--- src/kbd_pkg.sv ---
package kbd_pkg;

	typedef logic [7:0] scan_t;

	// ps2 frame arrives lsb first, so start ends up in bit 0
	typedef struct packed {
		logic  stop;
		logic  parity;
		scan_t data;
		logic  start;
	} ps2_fields_t;

	typedef union packed {
		logic [10:0] raw;
		ps2_fields_t f;
	} ps2_frame_u;

	localparam scan_t SC_BREAK = 8'hf0;
	localparam scan_t SC_Q     = 8'h15;
	localparam scan_t SC_D     = 8'h23;

	// 8x16 glyphs, bit 7 is the leftmost pixel
	localparam logic [7:0] GLYPH_Q [16] = '{
		8'h00, 8'h00, 8'h00, 8'h00, 8'h00, 8'h76, 8'hcc, 8'hcc,
		8'hcc, 8'hcc, 8'hcc, 8'h7c, 8'h0c, 8'h0c, 8'h1e, 8'h00
	};
	localparam logic [7:0] GLYPH_D [16] = '{
		8'h00, 8'h00, 8'h1c, 8'h0c, 8'h0c, 8'h3c, 8'h6c, 8'hcc,
		8'hcc, 8'hcc, 8'hcc, 8'h76, 8'h00, 8'h00, 8'h00, 8'h00
	};

	// segments a..g then dp, active high
	localparam logic [7:0] SEG_TABLE [16] = '{
		8'hfc, 8'h60, 8'hda, 8'hf2, 8'h66, 8'hb6, 8'hbe, 8'he0,
		8'hfe, 8'hf6, 8'hee, 8'h3e, 8'h9c, 8'h7a, 8'h9e, 8'h8e
	};

	function automatic logic [7:0] glyph_row(scan_t code, logic [3:0] row);
		if (code == SC_Q)
			return GLYPH_Q[row];
		else if (code == SC_D)
			return GLYPH_D[row];
		return 8'h00;
	endfunction

	function automatic logic [7:0] seg_of_hex(logic [3:0] hex);
		return SEG_TABLE[hex];
	endfunction

endpackage
--- src/video_if.sv ---
`timescale 1ns/1ps

interface video_if ();
	logic [9:0] h_addr;
	logic [9:0] v_addr;
	logic       active;
	// renderer answer, one cycle behind the coordinates
	logic       pixel_black;

	modport timing (
		output h_addr, v_addr, active,
		input  pixel_black
	);

	modport render (
		input  h_addr, v_addr, active,
		output pixel_black
	);
endinterface

--- src/kbd_byte_if.sv ---
`timescale 1ns/1ps

interface kbd_byte_if import kbd_pkg::*; ();
	scan_t data;
	logic  ready;
	logic  next;
	logic  overflow;

	// head byte pops on any edge where next and ready are both high
	modport rx (
		output data, ready, overflow,
		input  next
	);

	modport sink (
		input  data, ready, overflow,
		output next
	);
endinterface

--- src/kbd_display_top.sv ---
`timescale 1ns/1ps

module kbd_display_top import kbd_pkg::*; #(
	parameter int FIFO_DEPTH  = 8,
	parameter int IDLE_CYCLES = 2000,
	parameter int H_ACTIVE    = 640,
	parameter int H_FP        = 16,
	parameter int H_SYNC      = 96,
	parameter int H_BP        = 48,
	parameter int V_ACTIVE    = 480,
	parameter int V_FP        = 10,
	parameter int V_SYNC      = 2,
	parameter int V_BP        = 33
) (
	input  logic        clk,
	input  logic        rst,
	input  logic        ps2_clk,
	input  logic        ps2_data,
	output logic        vga_hsync,
	output logic        vga_vsync,
	output logic        vga_blank_n,
	output logic [7:0]  vga_r,
	output logic [7:0]  vga_g,
	output logic [7:0]  vga_b,
	output logic [7:0]  seg0,
	output logic [7:0]  seg1,
	output logic [7:0]  seg4,
	output logic [7:0]  seg5,
	output logic [7:0]  ledr
);

	kbd_byte_if byte_bus ();
	video_if    vid_bus ();

	logic       frame_err;
	logic [3:0] level;
	scan_t      last_code;
	logic       held;
	logic [7:0] releases;

	ps2_receiver #(
		.FIFO_DEPTH  (FIFO_DEPTH),
		.IDLE_CYCLES (IDLE_CYCLES)
	) ps2_receiver_inst (
		.clk       (clk),
		.rst       (rst),
		.ps2_clk   (ps2_clk),
		.ps2_data  (ps2_data),
		.bus       (byte_bus.rx),
		.frame_err (frame_err),
		.level     (level)
	);

	key_tracker key_tracker_inst (
		.clk       (clk),
		.rst       (rst),
		.bus       (byte_bus.sink),
		.last_code (last_code),
		.held      (held),
		.releases  (releases)
	);

	vga_timing #(
		.H_ACTIVE (H_ACTIVE),
		.H_FP     (H_FP),
		.H_SYNC   (H_SYNC),
		.H_BP     (H_BP),
		.V_ACTIVE (V_ACTIVE),
		.V_FP     (V_FP),
		.V_SYNC   (V_SYNC),
		.V_BP     (V_BP)
	) vga_timing_inst (
		.clk     (clk),
		.rst     (rst),
		.vid     (vid_bus.timing),
		.hsync   (vga_hsync),
		.vsync   (vga_vsync),
		.blank_n (vga_blank_n),
		.vga_r   (vga_r),
		.vga_g   (vga_g),
		.vga_b   (vga_b)
	);

	glyph_renderer glyph_renderer_inst (
		.clk  (clk),
		.rst  (rst),
		.vid  (vid_bus.render),
		.code (last_code)
	);

	seg_display seg_display_inst (
		.code  (last_code),
		.count (releases),
		.seg0  (seg0),
		.seg1  (seg1),
		.seg4  (seg4),
		.seg5  (seg5)
	);

	// flags on the upper leds, fifo level on the lower four
	assign ledr = {held, frame_err, byte_bus.overflow, byte_bus.ready, level};

endmodule

--- src/seg_display.sv ---
`timescale 1ns/1ps

module seg_display import kbd_pkg::*; (
	input  scan_t       code,
	input  logic [7:0]  count,
	output logic [7:0]  seg0,
	output logic [7:0]  seg1,
	output logic [7:0]  seg4,
	output logic [7:0]  seg5
);

	// digits are active low, so invert the table pattern
	assign seg0 = ~seg_of_hex(code[3:0]);
	assign seg1 = ~seg_of_hex(code[7:4]);

	// release count on the upper pair
	assign seg4 = ~seg_of_hex(count[3:0]);
	assign seg5 = ~seg_of_hex(count[7:4]);

endmodule

--- src/glyph_renderer.sv ---
`timescale 1ns/1ps

module glyph_renderer import kbd_pkg::*; (
	input  logic    clk,
	input  logic    rst,
	video_if.render vid,
	input  scan_t   code
);

	logic       in_box;
	logic [7:0] row_bits;
	logic [2:0] col;

	// glyph box is the top-left 8x16 cell
	assign in_box = vid.active && (vid.h_addr < 10'd8) && (vid.v_addr < 10'd16);

	assign row_bits = glyph_row(code, vid.v_addr[3:0]);

	// bit 7 is the leftmost column
	assign col = 3'd7 - vid.h_addr[2:0];

	always_ff @(posedge clk) begin
		if (rst)
			vid.pixel_black <= 1'b0;
		else if (in_box)
			vid.pixel_black <= row_bits[col];
		else
			vid.pixel_black <= 1'b0;
	end

endmodule

--- src/vga_timing.sv ---
`timescale 1ns/1ps

module vga_timing #(
	parameter int H_ACTIVE = 640,
	parameter int H_FP     = 16,
	parameter int H_SYNC   = 96,
	parameter int H_BP     = 48,
	parameter int V_ACTIVE = 480,
	parameter int V_FP     = 10,
	parameter int V_SYNC   = 2,
	parameter int V_BP     = 33
) (
	input  logic        clk,
	input  logic        rst,
	video_if.timing     vid,
	output logic        hsync,
	output logic        vsync,
	output logic        blank_n,
	output logic [7:0]  vga_r,
	output logic [7:0]  vga_g,
	output logic [7:0]  vga_b
);

	localparam int H_TOTAL = H_ACTIVE + H_FP + H_SYNC + H_BP;
	localparam int V_TOTAL = V_ACTIVE + V_FP + V_SYNC + V_BP;

	logic [9:0] h_cnt;
	logic [9:0] v_cnt;
	logic       hsync_raw;
	logic       vsync_raw;
	logic [7:0] level;

	always_ff @(posedge clk) begin
		if (rst) begin
			h_cnt <= '0;
			v_cnt <= '0;
		end else if (h_cnt == 10'(H_TOTAL - 1)) begin
			h_cnt <= '0;
			v_cnt <= (v_cnt == 10'(V_TOTAL - 1)) ? '0 : v_cnt + 10'd1;
		end else begin
			h_cnt <= h_cnt + 10'd1;
		end
	end

	// syncs are active low inside their window
	assign hsync_raw = ~((h_cnt >= 10'(H_ACTIVE + H_FP)) &&
		(h_cnt < 10'(H_ACTIVE + H_FP + H_SYNC)));
	assign vsync_raw = ~((v_cnt >= 10'(V_ACTIVE + V_FP)) &&
		(v_cnt < 10'(V_ACTIVE + V_FP + V_SYNC)));

	assign vid.h_addr = h_cnt;
	assign vid.v_addr = v_cnt;
	assign vid.active = (h_cnt < 10'(H_ACTIVE)) && (v_cnt < 10'(V_ACTIVE));

	// one cycle delay to meet the registered pixel from the renderer
	always_ff @(posedge clk) begin
		if (rst) begin
			hsync   <= 1'b1;
			vsync   <= 1'b1;
			blank_n <= 1'b0;
		end else begin
			hsync   <= hsync_raw;
			vsync   <= vsync_raw;
			blank_n <= vid.active;
		end
	end

	// white background, black glyph, dark during blanking
	assign level = (blank_n && !vid.pixel_black) ? 8'hff : 8'h00;
	assign vga_r = level;
	assign vga_g = level;
	assign vga_b = level;

endmodule

--- src/key_tracker.sv ---
`timescale 1ns/1ps

module key_tracker import kbd_pkg::*; (
	input  logic        clk,
	input  logic        rst,
	kbd_byte_if.sink    bus,
	output scan_t       last_code,
	output logic        held,
	output logic [7:0]  releases
);

	logic next_r;
	logic pending_break;
	logic pop;

	assign bus.next = next_r;
	assign pop      = next_r & bus.ready;

	// next goes low after every pop, so one byte per two cycles
	always_ff @(posedge clk) begin
		if (rst)
			next_r <= 1'b0;
		else
			next_r <= bus.ready & ~next_r;
	end

	always_ff @(posedge clk) begin
		if (rst) begin
			pending_break <= 1'b0;
			last_code     <= '0;
			held          <= 1'b0;
			releases      <= '0;
		end else if (pop) begin
			if (bus.data == SC_BREAK) begin
				pending_break <= 1'b1;
			end else if (pending_break) begin
				// released key code itself is not kept
				pending_break <= 1'b0;
				held          <= 1'b0;
				releases      <= releases + 8'd1;
			end else begin
				last_code <= bus.data;
				held      <= 1'b1;
			end
		end
	end

endmodule

--- src/ps2_receiver.sv ---
`timescale 1ns/1ps

module ps2_receiver import kbd_pkg::*; #(
	parameter int FIFO_DEPTH  = 8,
	parameter int IDLE_CYCLES = 2000
) (
	input  logic        clk,
	input  logic        rst,
	input  logic        ps2_clk,
	input  logic        ps2_data,
	kbd_byte_if.rx      bus,
	output logic        frame_err,
	output logic [3:0]  level
);

	localparam int PTR_W  = (FIFO_DEPTH > 1) ? $clog2(FIFO_DEPTH) : 1;
	localparam int CNT_W  = $clog2(FIFO_DEPTH + 1);
	localparam int IDLE_W = $clog2(IDLE_CYCLES + 1);

	logic [1:0]        clk_sync;
	logic [1:0]        data_sync;
	logic              clk_prev;
	logic              clk_fall;
	logic [3:0]        bit_cnt;
	logic [IDLE_W-1:0] idle_cnt;
	ps2_frame_u        frame;
	logic              frame_done;
	logic              frame_ok;

	scan_t             mem [FIFO_DEPTH];
	logic [PTR_W-1:0]  wr_ptr;
	logic [PTR_W-1:0]  rd_ptr;
	logic [CNT_W-1:0]  fill;
	logic              full;
	logic              push;
	logic              pop;

	assign clk_fall = clk_prev & ~clk_sync[1];

	// start low, stop high, odd parity over data and parity bit
	assign frame_ok = ~frame.f.start & frame.f.stop & (^{frame.f.parity, frame.f.data});

	always_ff @(posedge clk) begin
		if (rst) begin
			clk_sync   <= 2'b11;
			data_sync  <= 2'b11;
			clk_prev   <= 1'b1;
			bit_cnt    <= '0;
			idle_cnt   <= '0;
			frame_done <= 1'b0;
		end else begin
			clk_sync   <= {clk_sync[0], ps2_clk};
			data_sync  <= {data_sync[0], ps2_data};
			clk_prev   <= clk_sync[1];
			frame_done <= 1'b0;
			if (clk_fall) begin
				frame.raw <= {data_sync[1], frame.raw[10:1]};
				if (bit_cnt == 4'd10) begin
					bit_cnt    <= '0;
					frame_done <= 1'b1;
				end else begin
					bit_cnt <= bit_cnt + 4'd1;
				end
			end
			// line held high long enough, drop any partial frame
			if (!clk_sync[1]) begin
				idle_cnt <= '0;
			end else if (idle_cnt == IDLE_W'(IDLE_CYCLES - 1)) begin
				bit_cnt <= '0;
			end else begin
				idle_cnt <= idle_cnt + 1'b1;
			end
		end
	end

	assign full = (fill == CNT_W'(FIFO_DEPTH));
	assign push = frame_done & frame_ok & ~full;
	assign pop  = bus.next & bus.ready;

	always_ff @(posedge clk) begin
		if (push)
			mem[wr_ptr] <= frame.f.data;
	end

	always_ff @(posedge clk) begin
		if (rst) begin
			wr_ptr       <= '0;
			rd_ptr       <= '0;
			fill         <= '0;
			frame_err    <= 1'b0;
			bus.overflow <= 1'b0;
		end else begin
			if (push)
				wr_ptr <= (wr_ptr == PTR_W'(FIFO_DEPTH - 1)) ? '0 : wr_ptr + 1'b1;
			if (pop)
				rd_ptr <= (rd_ptr == PTR_W'(FIFO_DEPTH - 1)) ? '0 : rd_ptr + 1'b1;
			case ({push, pop})
				2'b10:   fill <= fill + 1'b1;
				2'b01:   fill <= fill - 1'b1;
				default: fill <= fill;
			endcase
			// both flags sticky until reset
			if (frame_done && !frame_ok)
				frame_err <= 1'b1;
			if (frame_done && frame_ok && full)
				bus.overflow <= 1'b1;
		end
	end

	assign bus.ready = (fill != '0);
	assign bus.data  = mem[rd_ptr];
	assign level     = 4'(fill);

endmodule

--- config.mk ---
export PLATFORM = sky130hd
export DESIGN_NAME = kbd_display_top
export DESIGN_NICKNAME = d
export VERILOG_FILES = /design/src/kbd_pkg.sv /design/src/video_if.sv /design/src/kbd_byte_if.sv /design/src/kbd_display_top.sv /design/src/seg_display.sv /design/src/glyph_renderer.sv /design/src/vga_timing.sv /design/src/key_tracker.sv /design/src/ps2_receiver.sv
export SDC_FILE = /design/constraint.sdc
export NUM_CORES = 1
export LEC_CHECK = 0
export ABC_AREA = 0
export BUFFER_PORTS_ARGS = -buffer_cell sky130_fd_sc_hd__buf_2
export CORE_MARGIN = 3
export CORE_UTILIZATION = 65
export DETAILED_ROUTE_END_ITERATION = 6
export PLACE_DENSITY = 0.83
export SLEW_MARGIN = 20
export SYNTH_ARGS = -nofsm -noshare
export SYNTH_HDL_FRONTEND = slang
export SYNTH_HIERARCHICAL = 1
export SYNTH_SLANG_ARGS = --single-unit
--- constraint.sdc ---
create_clock -name clk -period 9.3 [get_ports clk]
set_input_delay 2.325 -clock clk [delete_from_list [all_inputs] [get_ports clk]]
set_output_delay 2.325 -clock clk [all_outputs]
set_load 0.005 [all_outputs]
==> run summary <==
The run finished with clean final reports. The TritonCTS sink count was 154; the cell area power density was 166.6 mW/mm². The critical path starts at key_tracker_inst/releases[4].

The tools report the maximum number of pins on one net before global-route repair as 34. Endpoint arrival time on the critical path: 2.00 ns. Number of distinct library cell variants in the gate-level netlist after synthesis: 72. Hold repair after CTS inserted 0 buffers.

The first-pass iteration count of the detailed router is 5, and the minimum clock period is 4.330 ns. The Yosys step of the flow raised 6 warnings. The kind of path behind the tightest hold check was reg2reg. Across the run, the number of max-cap violations was 0. After routing the design area is 0.008830 mm². Once the clock tree was built, the setup fixing pass inserted 0 buffers. The worst register-to-register path begins at ps2_receiver_inst/frame[2]. Leaving out fill and tap cells, the most frequent cells in the layout are sky130_fd_sc_hd__nor2_1, sky130_fd_sc_hd__dfxtp_1, sky130_fd_sc_hd__edfxtp_1. Derived from the worst setup path, the maximum achievable clock frequency is 231.0 MHz.

TritonCTS built the clock tree. The combined global-route utilization of all metal layers is 0.2417. Critical path capture point type: a primary output. TritonCTS created 17 clock buffers. The number of pins exceeding their max-slew limit in the final report is 0.

The quantity of I/O buffers inserted on ports is 66, and the total wirelength of the detailed-routed design is 15860 µm. The floorplan has 39 rows. The area growth from synthesis to layout works out to 10.11%. The portion of the post-synthesis area used by sequential elements is 0.4781. Synthesis inferred 154 register bits. Once detail routing completed, the nets flagged for antenna violations numbered 0. The setup path with the least slack is of type reg2out.

The run gives 0.6847 as the effective utilization at floorplan. IR analysis of the VDD net gives a maximum drop of 0.1517 mV. The tools report the initial antenna violation count as 0. Number of enable-type register cells in the synthesized netlist: 75. At the pin with the least slew margin, the transition time is 0.8964 ns. Along the worst path, the maximum fanout reaches 8.

The placed standard-cell area came out at 0.008199 mm². The number of antenna diodes in the final layout is 0. In the final design database the tool counted 803 nets. The worst register-to-register path ends at ps2_receiver_inst/level[2]. Adding up every negative setup slack in the final design gives 0 ns. The average footprint of a synthesized cell was 11.14 µm². Number of global-route vias before repair: 5262.

The sort of element at the start of the critical path was a register. The die height is 117.1 µm. On the final layout, the worst clock skew is 0.008227 ns.

In the final routed layout, each cell accounts on average for 17.39 µm. The number of vias after detailed routing is 5553, and the part of the cycle the worst path needs is 0.4656. The longest clock path from root to sink contains 2 buffers.

The total leakage power is 3.172 nW. After clock tree synthesis, the clock-pin slew on the worst setup and hold paths is 0.07 ns. For this run the aggregate overflow at the end of global routing stands at 0. The number of H-tree levels was 4. Leaving out fill and tap cells, the most frequent cell in the layout is sky130_fd_sc_hd__nor2_1. The first global-routing pass estimated 25730 µm of wire. The worst max-slew margin expressed relative to the limit is 0.4002, and the number of resized instances in the post-cts repair step is 0. The area of the die was 0.01371 mm²; the number of cell instances on the worst register-to-register path was 11. Setup repair after global routing left no endpoint under its margin. In this run the clock root is driven by a sky130_fd_sc_hd__clkbuf_16. The fraction of layout cells with a size suffix above 1 was 0.2081; the total of endpoints with negative setup slack in the final report was 0. The leading register cell type out of synthesis is sky130_fd_sc_hd__dfxtp_1. The half-perimeter wire length of the detailed placement result is 10590 µm, and the post-synthesis async set-or-reset flop share is 0. The area inside the core boundary is 0.01171 mm². The detailed router finished its first iteration with 445 violations.

The run gives 0.41 ns as the clock network latency to the later pin of the worst-skew pair. The congestion estimate from routability-driven global placement came to 0.8115. For this run, design rule violations remaining after detail routing come to 0.

The register-to-register path setup slack is 5.79 ns, and the number of I/O pins is 71. Following the worst setup path forward leads to its endpoint at seg5[4]. In the routed layout, each cell is associated on average with a via count of 6.089. Gate count after technology mapping: 720.

STA puts the critical path data required time at 6.98 ns. Total standard cell area after synthesis: 0.008019 mm². The number of failing hold endpoints at the final stage was 0; the share of the core filled with cells was 0.7540.

The chip width came out at 117.1 µm.
[state kept, by name, summed over array words and instances (netlist names), 2 cells and up, named ones only]
register	flops
key_tracker_inst/releases	8
ps2_receiver_inst/bit_cnt	4
ps2_receiver_inst/wr_ptr	3
ps2_receiver_inst/rd_ptr	3
key_tracker_inst/last_code	8
ps2_receiver_inst/level	4
ps2_receiver_inst/idle_cnt	11
ps2_receiver_inst/mem	64
ps2_receiver_inst/clk_sync	2
vga_timing_inst/vid.h_addr	10
ps2_receiver_inst/data_sync	2
vga_timing_inst/vid.v_addr	10
ps2_receiver_inst/frame	11
[cell families after synthesis]
| logic type | after synthesis | share of synthesized area |
|---|---|---|
| xor+xnor | 39 | 0.04603 |
| simple gates | 256 | 0.1713 |
| mux | 55 | 0.1030 |
| fa+ha+maj | 43 | 0.06709 |
| flops | 154 | 0.4781 |
| buf+inv | 82 | 0.05742 |
| compound gates | 90 | 0.07661 |
| other cells | 1 | 0.0004676 |
[layer usage]
layer | global-route usage | part of all wire | vias to the layer above
li1 | - | - | 2647
met1 | 0.2952 | 0.41 | 2677
met2 | 0.4316 | 0.51 | 200
met5 | 0 | 0 | -
met4 | 0.08792 | 0.018 | 0
met3 | 0.04062 | 0.054 | 29
[worst max-delay path: stages (launching register included)]
cell	delay, ns
sky130_fd_sc_hd__dfxtp_1	0.50
sky130_fd_sc_hd__inv_1	0.16
sky130_fd_sc_hd__ha_1	0.31
sky130_fd_sc_hd__inv_1	0.05
sky130_fd_sc_hd__mux4_2	0.44
sky130_fd_sc_hd__buf_2	0.14
[worst min-delay path by stage]
| stage | cells after the start | to | start |
|---|---|---|---|
| 2_1_floorplan | 0 | ps2_receiver_inst/frame[10] | ps2_receiver_inst/data_sync[1] |
| 3_3_place_gp | 0 | ps2_receiver_inst/frame[10] | ps2_receiver_inst/data_sync[1] |
| 3_5_place_dp | 0 | ps2_receiver_inst/frame[10] | ps2_receiver_inst/data_sync[1] |
| 4_1_cts | 0 | ps2_receiver_inst/frame[10] | ps2_receiver_inst/data_sync[1] |
| 5_1_grt | 0 | ps2_receiver_inst/frame[10] | ps2_receiver_inst/data_sync[1] |
| 6_report | 0 | ps2_receiver_inst/frame[10] | ps2_receiver_inst/data_sync[1] |
[synth_stat cells (all sizes together) (3+ instances only)]
| cell | count | area [µm²] |
|---|---|---|
| nand3 | 20 | 100.1 |
| a21oi | 21 | 105.1 |
| a22o | 3 | 26.28 |
| a31oi | 5 | 31.28 |
| xnor2 | 24 | 210.2 |
| or3b | 3 | 26.28 |
| inv | 28 | 105.1 |
| xor2 | 13 | 113.9 |
| nand2 | 45 | 176.4 |
| or3 | 8 | 51.30 |
| nor4 | 7 | 43.79 |
| mux4 | 20 | 450.4 |
| buf | 45 | 321.6 |
| a32o | 4 | 40.04 |
| nor4b | 3 | 41.29 |
| and2b | 3 | 25.03 |
| nor3b | 3 | 22.52 |
| or4b | 4 | 47.55 |
| a211oi | 7 | 52.55 |
| a2111oi | 5 | 63.81 |
| nand2b | 14 | 95.09 |
| nor2b | 14 | 90.09 |
| dfxtp | 79 | 1582 |
| o32ai | 3 | 26.28 |
| nor2 | 82 | 307.8 |
| mux2 | 10 | 112.6 |
| o21ai | 28 | 140.1 |
| o211ai | 3 | 22.52 |
| or4 | 3 | 26.27 |
| nand4 | 11 | 68.82 |
| nand3b | 4 | 30.03 |
| nor3 | 15 | 85.08 |
| edfxtp | 75 | 2252 |
| or2 | 5 | 31.28 |
| nor4bb | 4 | 40.04 |
| ha | 43 | 538.0 |
| clkbuf | 9 | 33.78 |
| mux2i | 25 | 262.8 |
[power by group]
part	total (mW)	switching [mW]	internal, mW
clock	0.724	0.290	0.434
combinational	0.0288	0.0167	0.0122
sequential	0.717	0.00701	0.710
[final cells by class]
cell class / count / area (µm²)
fill: 779 / 2882
multi-input combinational: 487 / 3739
tap: 143 / 178.9
clock inverter: 15 / 201.4
sequential: 154 / 3835
clock buffer: 17 / 425.4
inverter: 28 / 105.1
timing repair buffer: 68 / 345.3
[per-stage QoR]
stage	power (mW)	worst slack, ns	hold slack, ns	cells
after floorplan	0.7574	5.518	0.3855	723
after global placement	0.7591	5.257	0.3909	880
after detailed placement	0.7608	5.204	0.3935	880
after CTS	1.481	4.966	0.4097	912
after global routing	1.516	4.858	0.4111	912
final	1.471	4.970	0.4078	912
(Power assumes the default switching activity.)
